## src/audio_mix_pkg.sv

```systemverilog
// **************************************************
// audio mixer shared types
// sample, frame and configuration widths plus the master register address.
// **************************************************

package audio_mix_pkg;

    // one signed audio sample.
    typedef logic signed [15:0] sample_t;

    // one stereo word, right channel in bits 15..0 and left channel in bits 31..16.
    typedef logic [31:0] frame_t;

    // attenuation or output shift amount, 0 to 3.
    typedef logic [1:0] shift_t;

    // configuration bus address and write data.
    typedef logic [3:0] cfg_addr_t;
    typedef logic [7:0] cfg_data_t;

    // lane registers sit at addresses 0 to lane_count-1, the master shift at the top.
    localparam cfg_addr_t master_addr = 4'd15;

endpackage

```

## src/lane_ctrl_regs.sv

```systemverilog
// **************************************************
// mixer configuration registers
// per-lane attenuation and mute, plus the master output shift.
// **************************************************

`timescale 1ns/1ps

module lane_ctrl_regs #(
    parameter int lane_count = 4
) (
    input  logic                                   clk,
    input  logic                                   rst,
    input  logic                                   cfg_we,
    input  audio_mix_pkg::cfg_addr_t               cfg_addr,
    input  audio_mix_pkg::cfg_data_t               cfg_wdata,
    output audio_mix_pkg::shift_t [lane_count-1:0] lane_shift,
    output logic [lane_count-1:0]                  lane_mute,
    output audio_mix_pkg::shift_t                  master_shift
);

    logic [lane_count-1:0]  lane_hit;
    logic                   master_hit;
    audio_mix_pkg::shift_t  wdata_shift;
    logic                   wdata_mute;

    // **************************************************
    // address decode
    // **************************************************

    // bits 1..0 carry the shift, bit 2 the mute. The other bits are ignored.
    assign wdata_shift = cfg_wdata[1:0];
    assign wdata_mute  = cfg_wdata[2];

    always_comb begin
        for (int i = 0; i < lane_count; i++) begin
            lane_hit[i] = cfg_we && (cfg_addr == audio_mix_pkg::cfg_addr_t'(i));
        end
        master_hit = cfg_we && (cfg_addr == audio_mix_pkg::master_addr);
    end

    // **************************************************
    // registers
    // **************************************************

    always_ff @(posedge clk) begin
        if (rst) begin
            lane_shift <= '0;
            lane_mute  <= '0;
        end else begin
            for (int i = 0; i < lane_count; i++) begin
                if (lane_hit[i]) begin
                    lane_shift[i] <= wdata_shift;
                    lane_mute[i]  <= wdata_mute;
                end
            end
        end
    end

    // the master shift is only read at the output stage of the tree.
    always_ff @(posedge clk) begin
        if (rst) begin
            master_shift <= '0;
        end else if (master_hit) begin
            master_shift <= wdata_shift;
        end
    end

endmodule

```

## src/lane_gain.sv

```systemverilog
// **************************************************
// per-lane gain stage
// captures one stereo frame and applies attenuation and mute.
// **************************************************

`timescale 1ns/1ps

module lane_gain (
    input  logic                  clk,
    input  logic                  rst,
    input  logic                  en,
    input  logic                  accept,
    input  audio_mix_pkg::shift_t shift,
    input  logic                  mute,
    input  audio_mix_pkg::frame_t in_frame,
    output audio_mix_pkg::frame_t out_frame
);

    audio_mix_pkg::sample_t left_in;
    audio_mix_pkg::sample_t right_in;
    audio_mix_pkg::sample_t left_att;
    audio_mix_pkg::sample_t right_att;

    assign left_in  = in_frame[31:16];
    assign right_in = in_frame[15:0];

    // sample_t is signed, so these are arithmetic shifts and keep the sign.
    assign left_att  = left_in >>> shift;
    assign right_att = right_in >>> shift;

    // a bubble or a muted lane registers zero, so it adds nothing to the sum.
    always_ff @(posedge clk) begin
        if (rst) begin
            out_frame <= '0;
        end else if (en) begin
            if (accept && !mute) begin
                out_frame <= {left_att, right_att};
            end else begin
                out_frame <= '0;
            end
        end
    end

endmodule

```

## src/mix_sum_tree.sv

```systemverilog
// **************************************************
// pipelined stereo adder tree
// sums all lanes per channel, applies the master shift and saturates.
// **************************************************

`timescale 1ns/1ps

module mix_sum_tree #(
    parameter int lane_count = 4
) (
    input  logic                                   clk,
    input  logic                                   rst,
    input  logic                                   en,
    input  logic                                   accept,
    input  logic                                   accept_last,
    input  audio_mix_pkg::shift_t                  master_shift,
    input  audio_mix_pkg::frame_t [lane_count-1:0] lane_frames,
    output audio_mix_pkg::frame_t                  out_data,
    output logic                                   out_valid,
    output logic                                   out_last
);

    localparam int depth = $clog2(lane_count);
    localparam int sum_w = 16 + depth;

    localparam logic signed [sum_w-1:0] sat_max = 32767;
    localparam logic signed [sum_w-1:0] sat_min = -32768;

    // flags run one stage longer than the tree, to cover the lane_gain stage.
    logic [depth:0] vld_sr;
    logic [depth:0] last_sr;

    logic signed [sum_w-1:0] shifted_l;
    logic signed [sum_w-1:0] shifted_r;
    audio_mix_pkg::sample_t  sat_l;
    audio_mix_pkg::sample_t  sat_r;

    function automatic audio_mix_pkg::sample_t saturate(input logic signed [sum_w-1:0] v);
        audio_mix_pkg::sample_t r;
        if (v > sat_max) begin
            r = 16'sh7fff;
        end else if (v < sat_min) begin
            r = 16'sh8000;
        end else begin
            r = audio_mix_pkg::sample_t'(v);
        end
        return r;
    endfunction

    // **************************************************
    // adder tree
    // **************************************************

    // level 0 is the lane_gain output itself. Every further level halves the
    // node count and grows the width by one bit, so no sum can overflow.
    for (genvar lvl = 0; lvl <= depth; lvl++) begin : level_g
        localparam int w = 16 + lvl;
        localparam int n = lane_count >> lvl;

        logic signed [w-1:0] sum_l [n];
        logic signed [w-1:0] sum_r [n];

        if (lvl == 0) begin : leaf_g
            for (genvar i = 0; i < n; i++) begin : split_g
                assign sum_l[i] = lane_frames[i][31:16];
                assign sum_r[i] = lane_frames[i][15:0];
            end
        end else begin : node_g
            always_ff @(posedge clk) begin
                if (en) begin
                    for (int i = 0; i < n; i++) begin
                        sum_l[i] <= level_g[lvl-1].sum_l[2*i] + level_g[lvl-1].sum_l[2*i+1];
                        sum_r[i] <= level_g[lvl-1].sum_r[2*i] + level_g[lvl-1].sum_r[2*i+1];
                    end
                end
            end
        end
    end

    // **************************************************
    // flag pipeline
    // **************************************************

    always_ff @(posedge clk) begin
        if (rst) begin
            vld_sr  <= '0;
            last_sr <= '0;
        end else if (en) begin
            vld_sr  <= {vld_sr[depth-1:0], accept};
            last_sr <= {last_sr[depth-1:0], accept && accept_last};
        end
    end

    // **************************************************
    // output stage
    // **************************************************

    assign shifted_l = level_g[depth].sum_l[0] >>> master_shift;
    assign shifted_r = level_g[depth].sum_r[0] >>> master_shift;
    assign sat_l     = saturate(shifted_l);
    assign sat_r     = saturate(shifted_r);

    always_ff @(posedge clk) begin
        if (en) begin
            out_data <= {sat_l, sat_r};
        end
    end

    // the whole pipeline holds while downstream stalls, so the word stays stable.
    always_ff @(posedge clk) begin
        if (rst) begin
            out_valid <= 1'b0;
            out_last  <= 1'b0;
        end else if (en) begin
            out_valid <= vld_sr[depth];
            out_last  <= last_sr[depth];
        end
    end

endmodule

```

## src/audio_mix_tx.sv

```systemverilog
// **************************************************
// transmit-side audio mixer
// mixes lane_count stereo streams into one saturated stereo stream.
// **************************************************

`timescale 1ns/1ps

module audio_mix_tx #(
    parameter int lane_count = 4
) (
    input  logic                                   clk,
    input  logic                                   rst,
    input  logic                                   cfg_we,
    input  audio_mix_pkg::cfg_addr_t               cfg_addr,
    input  audio_mix_pkg::cfg_data_t               cfg_wdata,
    input  audio_mix_pkg::frame_t [lane_count-1:0] in_data,
    input  logic [lane_count-1:0]                  in_valid,
    input  logic [lane_count-1:0]                  in_last,
    output logic [lane_count-1:0]                  in_ready,
    output audio_mix_pkg::frame_t                  out_data,
    output logic                                   out_valid,
    output logic                                   out_last,
    input  logic                                   out_ready
);

    audio_mix_pkg::shift_t [lane_count-1:0] lane_shift;
    logic [lane_count-1:0]                  lane_mute;
    audio_mix_pkg::shift_t                  master_shift;
    audio_mix_pkg::frame_t [lane_count-1:0] lane_frames;

    logic en;
    logic accept;
    logic accept_last;

    // a set is taken only when every lane has a word and the pipeline moves.
    assign en          = out_ready;
    assign accept      = &in_valid;
    assign accept_last = &in_last;
    assign in_ready    = {lane_count{en && accept}};

    lane_ctrl_regs #(
        .lane_count   (lane_count)
    ) lane_ctrl_regs_i (
        .clk          (clk),
        .rst          (rst),
        .cfg_we       (cfg_we),
        .cfg_addr     (cfg_addr),
        .cfg_wdata    (cfg_wdata),
        .lane_shift   (lane_shift),
        .lane_mute    (lane_mute),
        .master_shift (master_shift)
    );

    for (genvar i = 0; i < lane_count; i++) begin : lane_g
        lane_gain lane_gain_i (
            .clk       (clk),
            .rst       (rst),
            .en        (en),
            .accept    (accept),
            .shift     (lane_shift[i]),
            .mute      (lane_mute[i]),
            .in_frame  (in_data[i]),
            .out_frame (lane_frames[i])
        );
    end

    mix_sum_tree #(
        .lane_count   (lane_count)
    ) mix_sum_tree_i (
        .clk          (clk),
        .rst          (rst),
        .en           (en),
        .accept       (accept),
        .accept_last  (accept_last),
        .master_shift (master_shift),
        .lane_frames  (lane_frames),
        .out_data     (out_data),
        .out_valid    (out_valid),
        .out_last     (out_last)
    );

endmodule

```

## config.mk

```make
export PLATFORM = sky130hd
export DESIGN_NAME = audio_mix_tx
export DESIGN_NICKNAME = d
export VERILOG_FILES = /design/src/audio_mix_pkg.sv /design/src/lane_ctrl_regs.sv /design/src/lane_gain.sv /design/src/mix_sum_tree.sv /design/src/audio_mix_tx.sv
export SDC_FILE = /design/constraint.sdc
export NUM_CORES = 1
export LEC_CHECK = 0
export BUFFER_PORTS_ARGS = -buffer_cell sky130_fd_sc_hd__buf_4
export CAP_MARGIN = 20
export CORE_MARGIN = 5
export CORE_UTILIZATION = 25
export CTS_BUF_LIST = sky130_fd_sc_hd__clkbuf_8 sky130_fd_sc_hd__clkbuf_16
export DETAILED_ROUTE_END_ITERATION = 10
export GPL_ROUTABILITY_DRIVEN = 0
export PLACE_DENSITY_LB_ADDON = 0.2
export SYNTH_ARGS = -nofsm -noshare
export SYNTH_HDL_FRONTEND = slang
export SYNTH_SLANG_ARGS = --single-unit
```

## constraint.sdc

```tcl
create_clock -name clk -period 4.82 [get_ports clk]
set_clock_uncertainty 0.15 [all_clocks]
set_input_delay 0.482 -clock clk [delete_from_list [all_inputs] [get_ports clk]]
set_output_delay 0.482 -clock clk [all_outputs]
set_load 0.005 [all_outputs]
```

# Word-level counts from Yosys, hierarchy flattened
# Memories as Yosys holds them, arrays and structs flattened.
# Index checks and enable logic that the tools add are counted.
# Widths: inputs -> output; s select.
# totals
mem_count,4
ff_bits,182
ramBits,104
latch_bits,0
output_inout_bits,38
romBits,0
elab_cells,73
in_bits,152
# memory_table
memory,depth,word_bits,read_ports,rd_ports_with_merged_regs,write_ports,line,rtl
mix_sum_tree_i.level_g[1].sum_l,2,17,2,0,2,mix_sum_tree.sv:60,logic signed [w-1:0] sum_l [n];
mix_sum_tree_i.level_g[1].sum_r,2,17,2,0,2,mix_sum_tree.sv:61,logic signed [w-1:0] sum_r [n];
mix_sum_tree_i.level_g[2].sum_l,1,18,1,0,1,mix_sum_tree.sv:60,
mix_sum_tree_i.level_g[2].sum_r,1,18,1,0,1,mix_sum_tree.sv:61,
# op_classes
multipliers,0
magnitude_cmp,4
mux,8
shift,10
reduce_logical,18
n_addsub,6
n_bitwise,0
n_eq_ne,4
div,0
# op_table
operator,n
$mux 32,4
$sshr 16x2->16,8
$add 16x16->17,4
$add 17x17->18,2
$gt 18x16->1 const B,2
$lt 18x16->1 const B,2
$sshr 18x2->18,2
$mux 16,2
$logic_and 1x1->1,11
$eq 4x2->1 const B,2
$reduce_and 4->1,2
$eq 4x1->1 const B,1
$eq 4x4->1 const B,1
$logic_not 1->1,4
$logic_not 4->1,1
$mux 1,2

# Logic depth before layout (Yosys ltp)
# Gate-level depths: netlist (run 1).
# depth
depth_word,3
mapped_depth,10
depth_no_buf,10

# Hierarchy
# Synthesis (run 1) repeated with hierarchy kept, for this count alone.
# unflattened
cells_unflattened,1677
area_unflattened_um2,17669.4
# modules_own_cells
mod,instances,cells_per_inst,seq_area_each_um2,area_per_inst_um2
mix_sum_tree,1,918,4244.1,9963.3
lane_gain,4,175,640.6,1764.2
lane_ctrl_regs,1,53,280.3,600.6
audio_mix_tx,1,6,0.0,48.8

# Worst setup path after synthesis (run 1)
# No wires, ideal clock.
# synth_timing
kind,register -> register
start,reg lane_g[0].lane_gain_i.out_frame[0]
end,mem mix_sum_tree_i.level_g[1].sum_r[0][14] (netlist name) (data pin)
arrival_ns,2.139
setup_ns,0.258
path_buffers,0
stages_incl_launch_ff,10
setup_slack_ns,2.273
path_cell_list,dfxtp_1 ha_1 fa_1 a21o_1 a31oi_1 o21ai_1 a2111oi_2 o31ai_1 a21oi_2 xnor2_1
# synth_lines
element,line,rtl
"start, declared",lane_gain.sv:16,output audio_mix_pkg::frame_t out_frame
"start signal, assigned",lane_gain.sv:37,"out_frame <= {left_att, right_att};"
"end, declared",mix_sum_tree.sv:61,

==> results by stage, run 1 <==
Final layout:
- The repair_antennas step left the layout with diodes totalling 0.
- The final instance area is 20400 sq um.
- Summing all multi-input logic gate instances after layout gives 9330 sq um.
- The number of inserted filler cells in the final layout is 6917.
- The share of final-layout standard cells stronger than drive strength 1 is 24.7%.
- Summing all flip-flop and latch instances after layout gives 7090 sq um.
- The net count of the finished layout is 1922.
- The area added between synthesis and finish is 20.5%.

Synth:
- In the post-synthesis netlist, the cell with the most instances is nor2_1.
- After synthesis the netlist holds a flip-flop and latch count of 286.
- The leading area contributor after synthesis is edfxtp_1.
- By count the netlist is led by nor2_1 (210), dfxtp_1 (150), edfxtp_1 (136).
- The Yosys warning count is 0.
- The top cell type's share of synthesized area is 24.2%.
- The number of library cell types mapped by synthesis is 73.
- The most instantiated flip-flop cell in the synthesis netlist is dfxtp_1.
- In the synthesized netlist, the number of instances is 1519.
- Summing every instance area after synthesis gives 16900 sq um.
- For this run, asynchronously set or reset flops after synthesis account for 0%.
- Sequential elements use 41.9% of the synthesized area.
- The number of nets in the synthesized netlist is 1775.
- The number of enable-type register cells in the synthesized netlist is 136.
- By area the synthesized netlist is led by edfxtp_1 (24%), dfxtp_1 (18%), mux4_2 (13%).
- A synthesized cell averages 11.1 sq um.

Worst setup path:
- The required time of the critical path is 4.94 ns.
- The critical path goes through ha_1 > fa_1 > a21o_1 > a31oi_1 > o21ai_1 > a2111oi_2 > o31ai_1 > a21oi_2 > xnor2_1.
- For this design, the slowest cell found on the critical path is a2111oi_2.
- The arrival time at the worst endpoint is 3.00 ns.
- The end of the worst register-to-register path is mix_sum_tree_i.level_g[1].sum_r[0][14].
- The worst register-to-register path has a depth of 9.
- The minimum setup slack among reg-to-reg paths is 1.93 ns.
- In this design, the stage delay of the slowest critical-path cell is 0.50 ns.
- Tracing the worst setup path back leads to its startpoint at lane_g[1].lane_gain_i.out_frame[0].
- The classification of the worst setup path is flip-flop to flip-flop.
- The startpoint identified for the worst register-to-register timing path is lane_g[1].lane_gain_i.out_frame[0].
- STA classifies the critical path endpoint as a flip-flop.
- STA classifies the critical path startpoint as a flip-flop.
- The critical path endpoint is mix_sum_tree_i.level_g[1].sum_r[0][14].
- The largest fanout on the critical path is 3.

Clock network:
- After clock tree synthesis, the clock-pin slew on the worst setup and hold paths is 0.06 ns.
- The number of buffers inserted during clock tree synthesis is 36.
- The number of post-CTS setup repair buffers is 0.
- The clock net in this run drives a total of 286 sinks.
- The H-tree depth is 2.
- The buffer cell driving the clock tree root is clkbuf_16.
- The post-cts hold buffer count is 0.
- The TritonCTS clock tree is yes.
- Clock latency on the worst-skew pair, taken at its later pin, is 0.53 ns.
- The number of cells upsized or downsized after cts is 0.
- The buffer levels on the longest clock path is 3.

STA:
- Based on the critical path, the design can be clocked at up to 346 MHz.
- At the pin with the least slew margin, the transition time is 1.05 ns.
- For the finished layout, the period the worst path requires is 2.89 ns.
- Setup repair after global routing left no endpoint under its margin.
- Setup violations remaining at the end of the flow were counted as 0.
- The number of endpoints with negative hold slack in the final report came to 0.
- The final hold slack is 0.0691 ns.
- In the post-route analysis, the smallest setup slack over all paths is 1.93 ns.
- For the final routed database, the setup TNS stands at 0 ns.
- The worst-case headroom to the max-slew limit is 29.9%.
- The final-report max-slew violation count is 0.
- The fraction of the cycle the final worst path needs is 59.9%.

Global route:
- The pin count of the biggest net entering global routing is 85.
- The first global-routing pass estimated 73.3 mm of wire.
- The via count of the first global-routing pass came to 12531.
- The initial antenna violation count is 3.
- In the global route stage, overall resource usage came out at 12.5%.
- After global routing the overflow that remains totals 0.

Job:
- The tool flagged a number of max-cap violations equal to 0.

Drt:
- In the routed layout, each cell is associated on average with a via count of 4.92.
- The remaining design rule violation count is 0.
- Dividing the detail-routed wire length by the instance count gives 18.3 microns.
- In this run, the number of DRC markers left after iteration 0 of detailed routing was 715.
- The number of routed nets with antenna violations is 0.
- The first detailed-routing pass ran for 6 iterations.
- The via count is 12603.
- For this block, the routed nets add up to 46.8 mm of wire.

Power:
- The leakage power summed over all cells is 0.00794 uW.
- The sum of internal, switching and leakage power is 6140 uW.
- The power density of the placed cells is 301 nW/um^2.
- The largest voltage drop on the vdd net is 0.226 mV.

Die:
- The initial standard-cell utilization of the core is 25.2%.
- Pin placement for this block handled 190 I/O pins.
- The height of the chip is 270 microns.
- The floorplan step defined a die boundary enclosing 72900 sq um.
- The floorplan step defined a core boundary enclosing 67000 sq um.
- Row generation in the floorplan step produced 95 rows.
- The x dimension of the die is 270 microns.

Placement:
- OpenSTA, run right after detailed placement, puts the worst setup slack at 1.51 ns.
- Once detailed placement completed, the half-perimeter wirelength came to 36.3 mm.
- Input and output buffers added on the ports amount to 184.
- The placed standard-cell area is 19100 sq um.

Status:
- The run finished with clean final reports.

Worst hold path:
- The path class of the tightest hold or removal check is input pin to flip-flop.
-- cell type report --
| class | instances | area share, % |
|---|---|---|
| tap | 873 | 5.37 |
| timing repair buffer | 203 | 7.58 |
| inverter | 32 | 0.596 |
| multi-input combinational | 1107 | 45.8 |
| clock inverter | 19 | 0.848 |
| clock buffer | 42 | 4.94 |
| sequential | 286 | 34.8 |
-- flip-flops by register name (all words and copies together) (netlist names) --
register                       flops
lane_ctrl_regs_i.lane_mute         4
lane_ctrl_regs_i.lane_shift        8
lane_ctrl_regs_i.master_shift      2
lane_g.lane_gain_i.out_frame     128
mix_sum_tree_i.last_sr             3
mix_sum_tree_i.level_g.sum_l      52
mix_sum_tree_i.level_g.sum_r      52
mix_sum_tree_i.out_data           32
mix_sum_tree_i.out_last            1
mix_sum_tree_i.out_valid           1
mix_sum_tree_i.vld_sr              3
-- cell usage in the layout (no fill, tap or decap), types with 45 or more instances in the layout --
cell type,instances
a21oi_1,85
a22oi_1,122
buf_4,198
dfxtp_1,145
edfxtp_1,136
ha_1,98
mux4_2,96
nand2_1,67
nor2_1,206
o21ai_0,45
xnor2_1,47
-- where the power goes --
part	internal, uW	switching [uW]	total, uW
Sequential	2670	63.7	2730
Combinational	347	357	704
Clock	1640	1060	2700
-- how the worst min path moves through the flow --
stage / slack (ns) / to / depth (start not counted) / start
final: 0.07 / lane_ctrl_regs_i.lane_mute[0] / 3 / cfg_wdata[2]
after CTS: 0.03 / lane_ctrl_regs_i.lane_mute[0] / 3 / cfg_wdata[2]
after global placement: 0.31 / lane_ctrl_regs_i.lane_mute[2] / 2 / lane_ctrl_regs_i.lane_mute[2]
after floorplan: 0.29 / lane_ctrl_regs_i.lane_mute[2] / 2 / lane_ctrl_regs_i.lane_mute[2]
after global routing: 0.08 / lane_g[1].lane_gain_i.out_frame[15] / 3 / in_data[47]
after detailed placement: 0.31 / mix_sum_tree_i.vld_sr[0] / 2 / mix_sum_tree_i.vld_sr[0]
-- through the flow --
stage | util (%) | instances
after floorplan | - | 1519
after global placement | 28.5 | 2497
after detailed placement | 28.5 | 2497
after CTS | 30.3 | 2558
after global routing | 30.4 | 2562
final | 30.4 | 2562
-- layer usage --
metal / global-route usage (%) / vias to the layer above / wire length (microns)
met5: 0 / - / 0
met4: 3.14 / 0 / 1060
met3: 2.38 / 65 / 2420
met2: 20.7 / 339 / 22100
met1: 16.9 / 6056 / 21300
li1: - / 6143 / -
-- cell families after synthesis --
kind of cell	Yosys count	share of synthesized area, %
AO/OA/AOI/OAI	416	17.7
AND/OR/NAND/NOR	355	8.93
flip-flops	286	41.9
multiplexers	160	16.9
buffers and inverters	126	2.89
adder cells (fa/ha/maj)	104	7.97
XOR/XNOR	72	3.73
-- critical path: cells and delay by family, from the launching register on --
kind                       cells  cell delay [ns]
xor gates and xnor gates       1             0.11
AOI/OAI and AO/OA              6             1.36
DFF                            1             0.35
adders and majority gates      2             0.63
Power figures use the tool's default switching activity.
==> inputs of run 2 (changes only) <==
clock period = 2.9 ns   (was 4.82 ns; I/O delays follow)
==> results by stage, run 2 (same netlist as run 1, synthesis figures left out) <==
Status:
- Run status: completed (unchanged).

Drt:
- The wire length per cell after detailed routing is 18.3 microns (about the same).
- The iteration-0 DRC count of the detailed router came to 830 (was 715).
- The number of routed nets with antenna violations came to 0 (unchanged).
- The via density per instance is 4.93 (was 4.92).
- The remaining design rule violation count is 0 (unchanged).
- The post-detailed-routing wire length is 47.3 mm (was 46.8 mm).
- The via count is 12769 (was 12603).
- The detailed-routing iteration count for the pre-antenna-repair pass came to 5 (was 6).

Clock network:
- The buffer levels on the longest clock path was 3 (unchanged).
- The TritonCTS clock tree is yes (unchanged).
- The number of buffers inserted during clock tree synthesis is 36 (unchanged).
- The number of sinks handled by clock tree synthesis is 286 (unchanged).
- The number of post-CTS setup repair buffers is 0 (unchanged).
- The insertion delay to the later sink of the worst-skew pair is 0.53 ns (about the same).
- The H-tree depth is 2 (unchanged).
- The buffer cell driving the clock tree root is clkbuf_16 (unchanged).
- The clock transition at the register clock pins on the worst setup and hold paths after CTS was 0.06 ns (about the same).

STA:
- The number of endpoints with negative hold slack in the final report was 0 (unchanged).
- The worst-case headroom to the max-slew limit is 34.3% (was 29.9%).
- The fraction of the cycle the final worst path needs is 93.6% (was 59.9%).
- The slew of the pin with the lowest slew margin is 0.985 ns (was 1.05 ns).
- The final count of negative-setup-slack endpoints is 0 (unchanged).
- The maximum clock frequency is 368 MHz (was 346 MHz).
- The clock period minus final worst setup slack came to 2.72 ns (was 2.89 ns).
- Unrepaired setup endpoints after global routing: false (unchanged).
- The final-report max-slew violation count was 0 (unchanged).
- The setup TNS came to 0 ns (unchanged).

Worst setup path:
- The startpoint kind of the worst setup timing path is a flip-flop (unchanged).
- The critical path endpoint is mix_sum_tree_i.level_g[1].sum_l[0][33] (was mix_sum_tree_i.level_g[1].sum_r[0][14]).
- The worst setup path startpoint is lane_g[2].lane_gain_i.out_frame[16] (was lane_g[1].lane_gain_i.out_frame[0]).
- The arrival time at the worst endpoint is 2.92 ns (was 3.00 ns).
- The critical path capture point type is a flip-flop (unchanged).
- The logic depth of the worst register-to-register path is 9 (unchanged).
- The classification of the worst setup path is flip-flop to flip-flop (unchanged).
- The largest fanout on the critical path is 3 (unchanged).
- The minimum setup slack among reg-to-reg paths is 0.18 ns (was 1.93 ns).
- The end of the worst register-to-register path is mix_sum_tree_i.level_g[1].sum_l[0][33] (was mix_sum_tree_i.level_g[1].sum_r[0][14]).
- The required time of the critical path was 3.11 ns (was 4.94 ns).
- The worst reg2reg path startpoint is lane_g[2].lane_gain_i.out_frame[16] (was lane_g[1].lane_gain_i.out_frame[0]).

Die:
- The count of standard-cell rows is 95 (unchanged).
- The x dimension of the die is 270 microns (unchanged).
- The height of the chip is 270 microns (unchanged).
- The number of top-level design ports is 190 (unchanged).
- The core area is 67000 sq um (unchanged).
- The initial standard-cell utilization of the core is 25.2% (unchanged).
- The die footprint is 72900 sq um (unchanged).

Final layout:
- The area added between synthesis and finish is 22.1% (was 20.5%).
- The commonest non-fill, non-tap cell in the layout is nor2_1 (unchanged).
- Largest registers: lane_g.lane_gain_i.out_frame: 128 flops, mix_sum_tree_i.level_g.sum_l: 52 flops, mix_sum_tree_i.level_g.sum_r: 52 flops (unchanged).
- The antenna cell count is 0 (unchanged).
- The number of inserted filler cells in the final layout is 6932 (was 6917).
- The number of nets in the layout is 1948 (was 1922).
- The sequential cell area is 7090 sq um (unchanged).
- The register ranked first by flip-flop count was lane_g.lane_gain_i.out_frame (unchanged).
- The flip-flop count of the largest register, all copies and words added was 128 (unchanged).
- Top library cells by usage in the layout, fill and taps aside: nor2_1 (206), buf_4 (203), dfxtp_1 (145) (was nor2_1 (206), buf_4 (198), dfxtp_1 (145)).
- The area taken by multi-input logic gates is 9330 sq um (about the same).
- The share of final-layout standard cells stronger than drive strength 1 was 24.9% (was 24.7%).

Power:
- The sum of internal, switching and leakage power is 10200 uW (was 6140 uW).
- The leakage power summed over all cells is 0.00807 uW (was 0.00794 uW).
- The power density of the placed cells was 492 nW/um^2 (was 301 nW/um^2).
- The largest voltage drop on the vdd net is 0.311 mV (was 0.226 mV).

Global route:
- The wire length of the first global-routing pass is 74.1 mm (was 73.3 mm).
- The aggregate global-route resource usage is 12.6% (was 12.5%).
- The residual overflow from global routing is 0 (unchanged).
- The initial antenna violation count is 2 (was 3).
- The via count of the first global-routing pass was 12660 (was 12531).
- The pin count of the biggest net entering global routing is 143 (was 85).

Job:
- The total of max-cap violations is 0 (unchanged).

Placement:
- The placed wire-length estimate is 36.8 mm (was 36.3 mm).
- The number of input and output port buffers inserted is 184 (unchanged).

Worst hold path:
- The path type of the worst min-delay path is input pin to flip-flop (unchanged).
[run 2: critical path, cell delays in order, from the launching register on]
cell and delay, ns:
dfxtp_1 0.32, ha_1 0.22, fa_1 0.42, a21oi_2 0.20, o21ai_1 0.11, a221oi_2 0.35, o21ai_1 0.16, a31oi_1 0.30
nor3b_1 0.09, a211oi_1 0.22
[run 2: report_power, final]
group | switching (uW) | internal [uW] | leakage [uW]
Clock | 1730 | 2670 | 0.000594
Sequential | 98.6 | 4430 | 0.00257
Combinational | 618 | 603 | 0.00491
Total | 2450 | 7710 | 0.00807
[run 2: how the worst min path moves through the flow]
stage               slack, ns  cells past startpoint                               endpoint                           from
global route             0.03                      4    lane_g[2].lane_gain_i.out_frame[30]                    in_data[94]
global placement         0.31                      2          lane_ctrl_regs_i.lane_mute[2]  lane_ctrl_regs_i.lane_mute[2]
floorplan                0.25                      0  mix_sum_tree_i.level_g[1].sum_l[0][0]                      out_ready
CTS                     0.001                      4    lane_g[3].lane_gain_i.out_frame[11]                   in_data[108]
detailed placement       0.32                      2          lane_ctrl_regs_i.lane_mute[2]  lane_ctrl_regs_i.lane_mute[2]
finish                   0.03                      4    lane_g[1].lane_gain_i.out_frame[30]                    in_data[62]
[run 2: metal layers]
| layer | global-route usage (%) | routed length (microns) | vias up |
|---|---|---|---|
| met5 | 0 | 0 | - |
| met4 | 3.51 | 1030 | 0 |
| met3 | 1.66 | 1690 | 58 |
| met2 | 20.8 | 22000 | 276 |
| met1 | 17.5 | 22500 | 6235 |
| li1 | - | - | 6200 |
[run 2: final cells by class]
class / count / share of cell area, %
multi-input combinational: 1107 / 45.2
clock buffer: 42 / 4.93
tap: 873 / 5.29
timing repair buffer: 229 / 8.85
clock inverter: 20 / 0.734
inverter: 32 / 0.588
sequential: 286 / 34.4
[run 2: per-stage QoR]
step	cells	cell area, sq um	worst slack, ns	hold slack (ns)	util (%)
detailed placement	2508	19300	0.117	0.318	28.8
floorplan	1519	16900	0.353	0.252	-
global placement	2507	19300	0.179	0.310	28.7
CTS	2588	20600	0.0942	0.00131	30.8
finish	2589	20600	0.185	0.0284	30.8
global route	2589	20600	0.0145	0.0305	30.8
[run 2: timing repair]
action | 4_1_cts | 5_1_grt
hold buffers | 18 | 0
hold endpoints to repair | 32 | 0
setup endpoints to repair | 0 | 1
resized for setup | 0 | 1
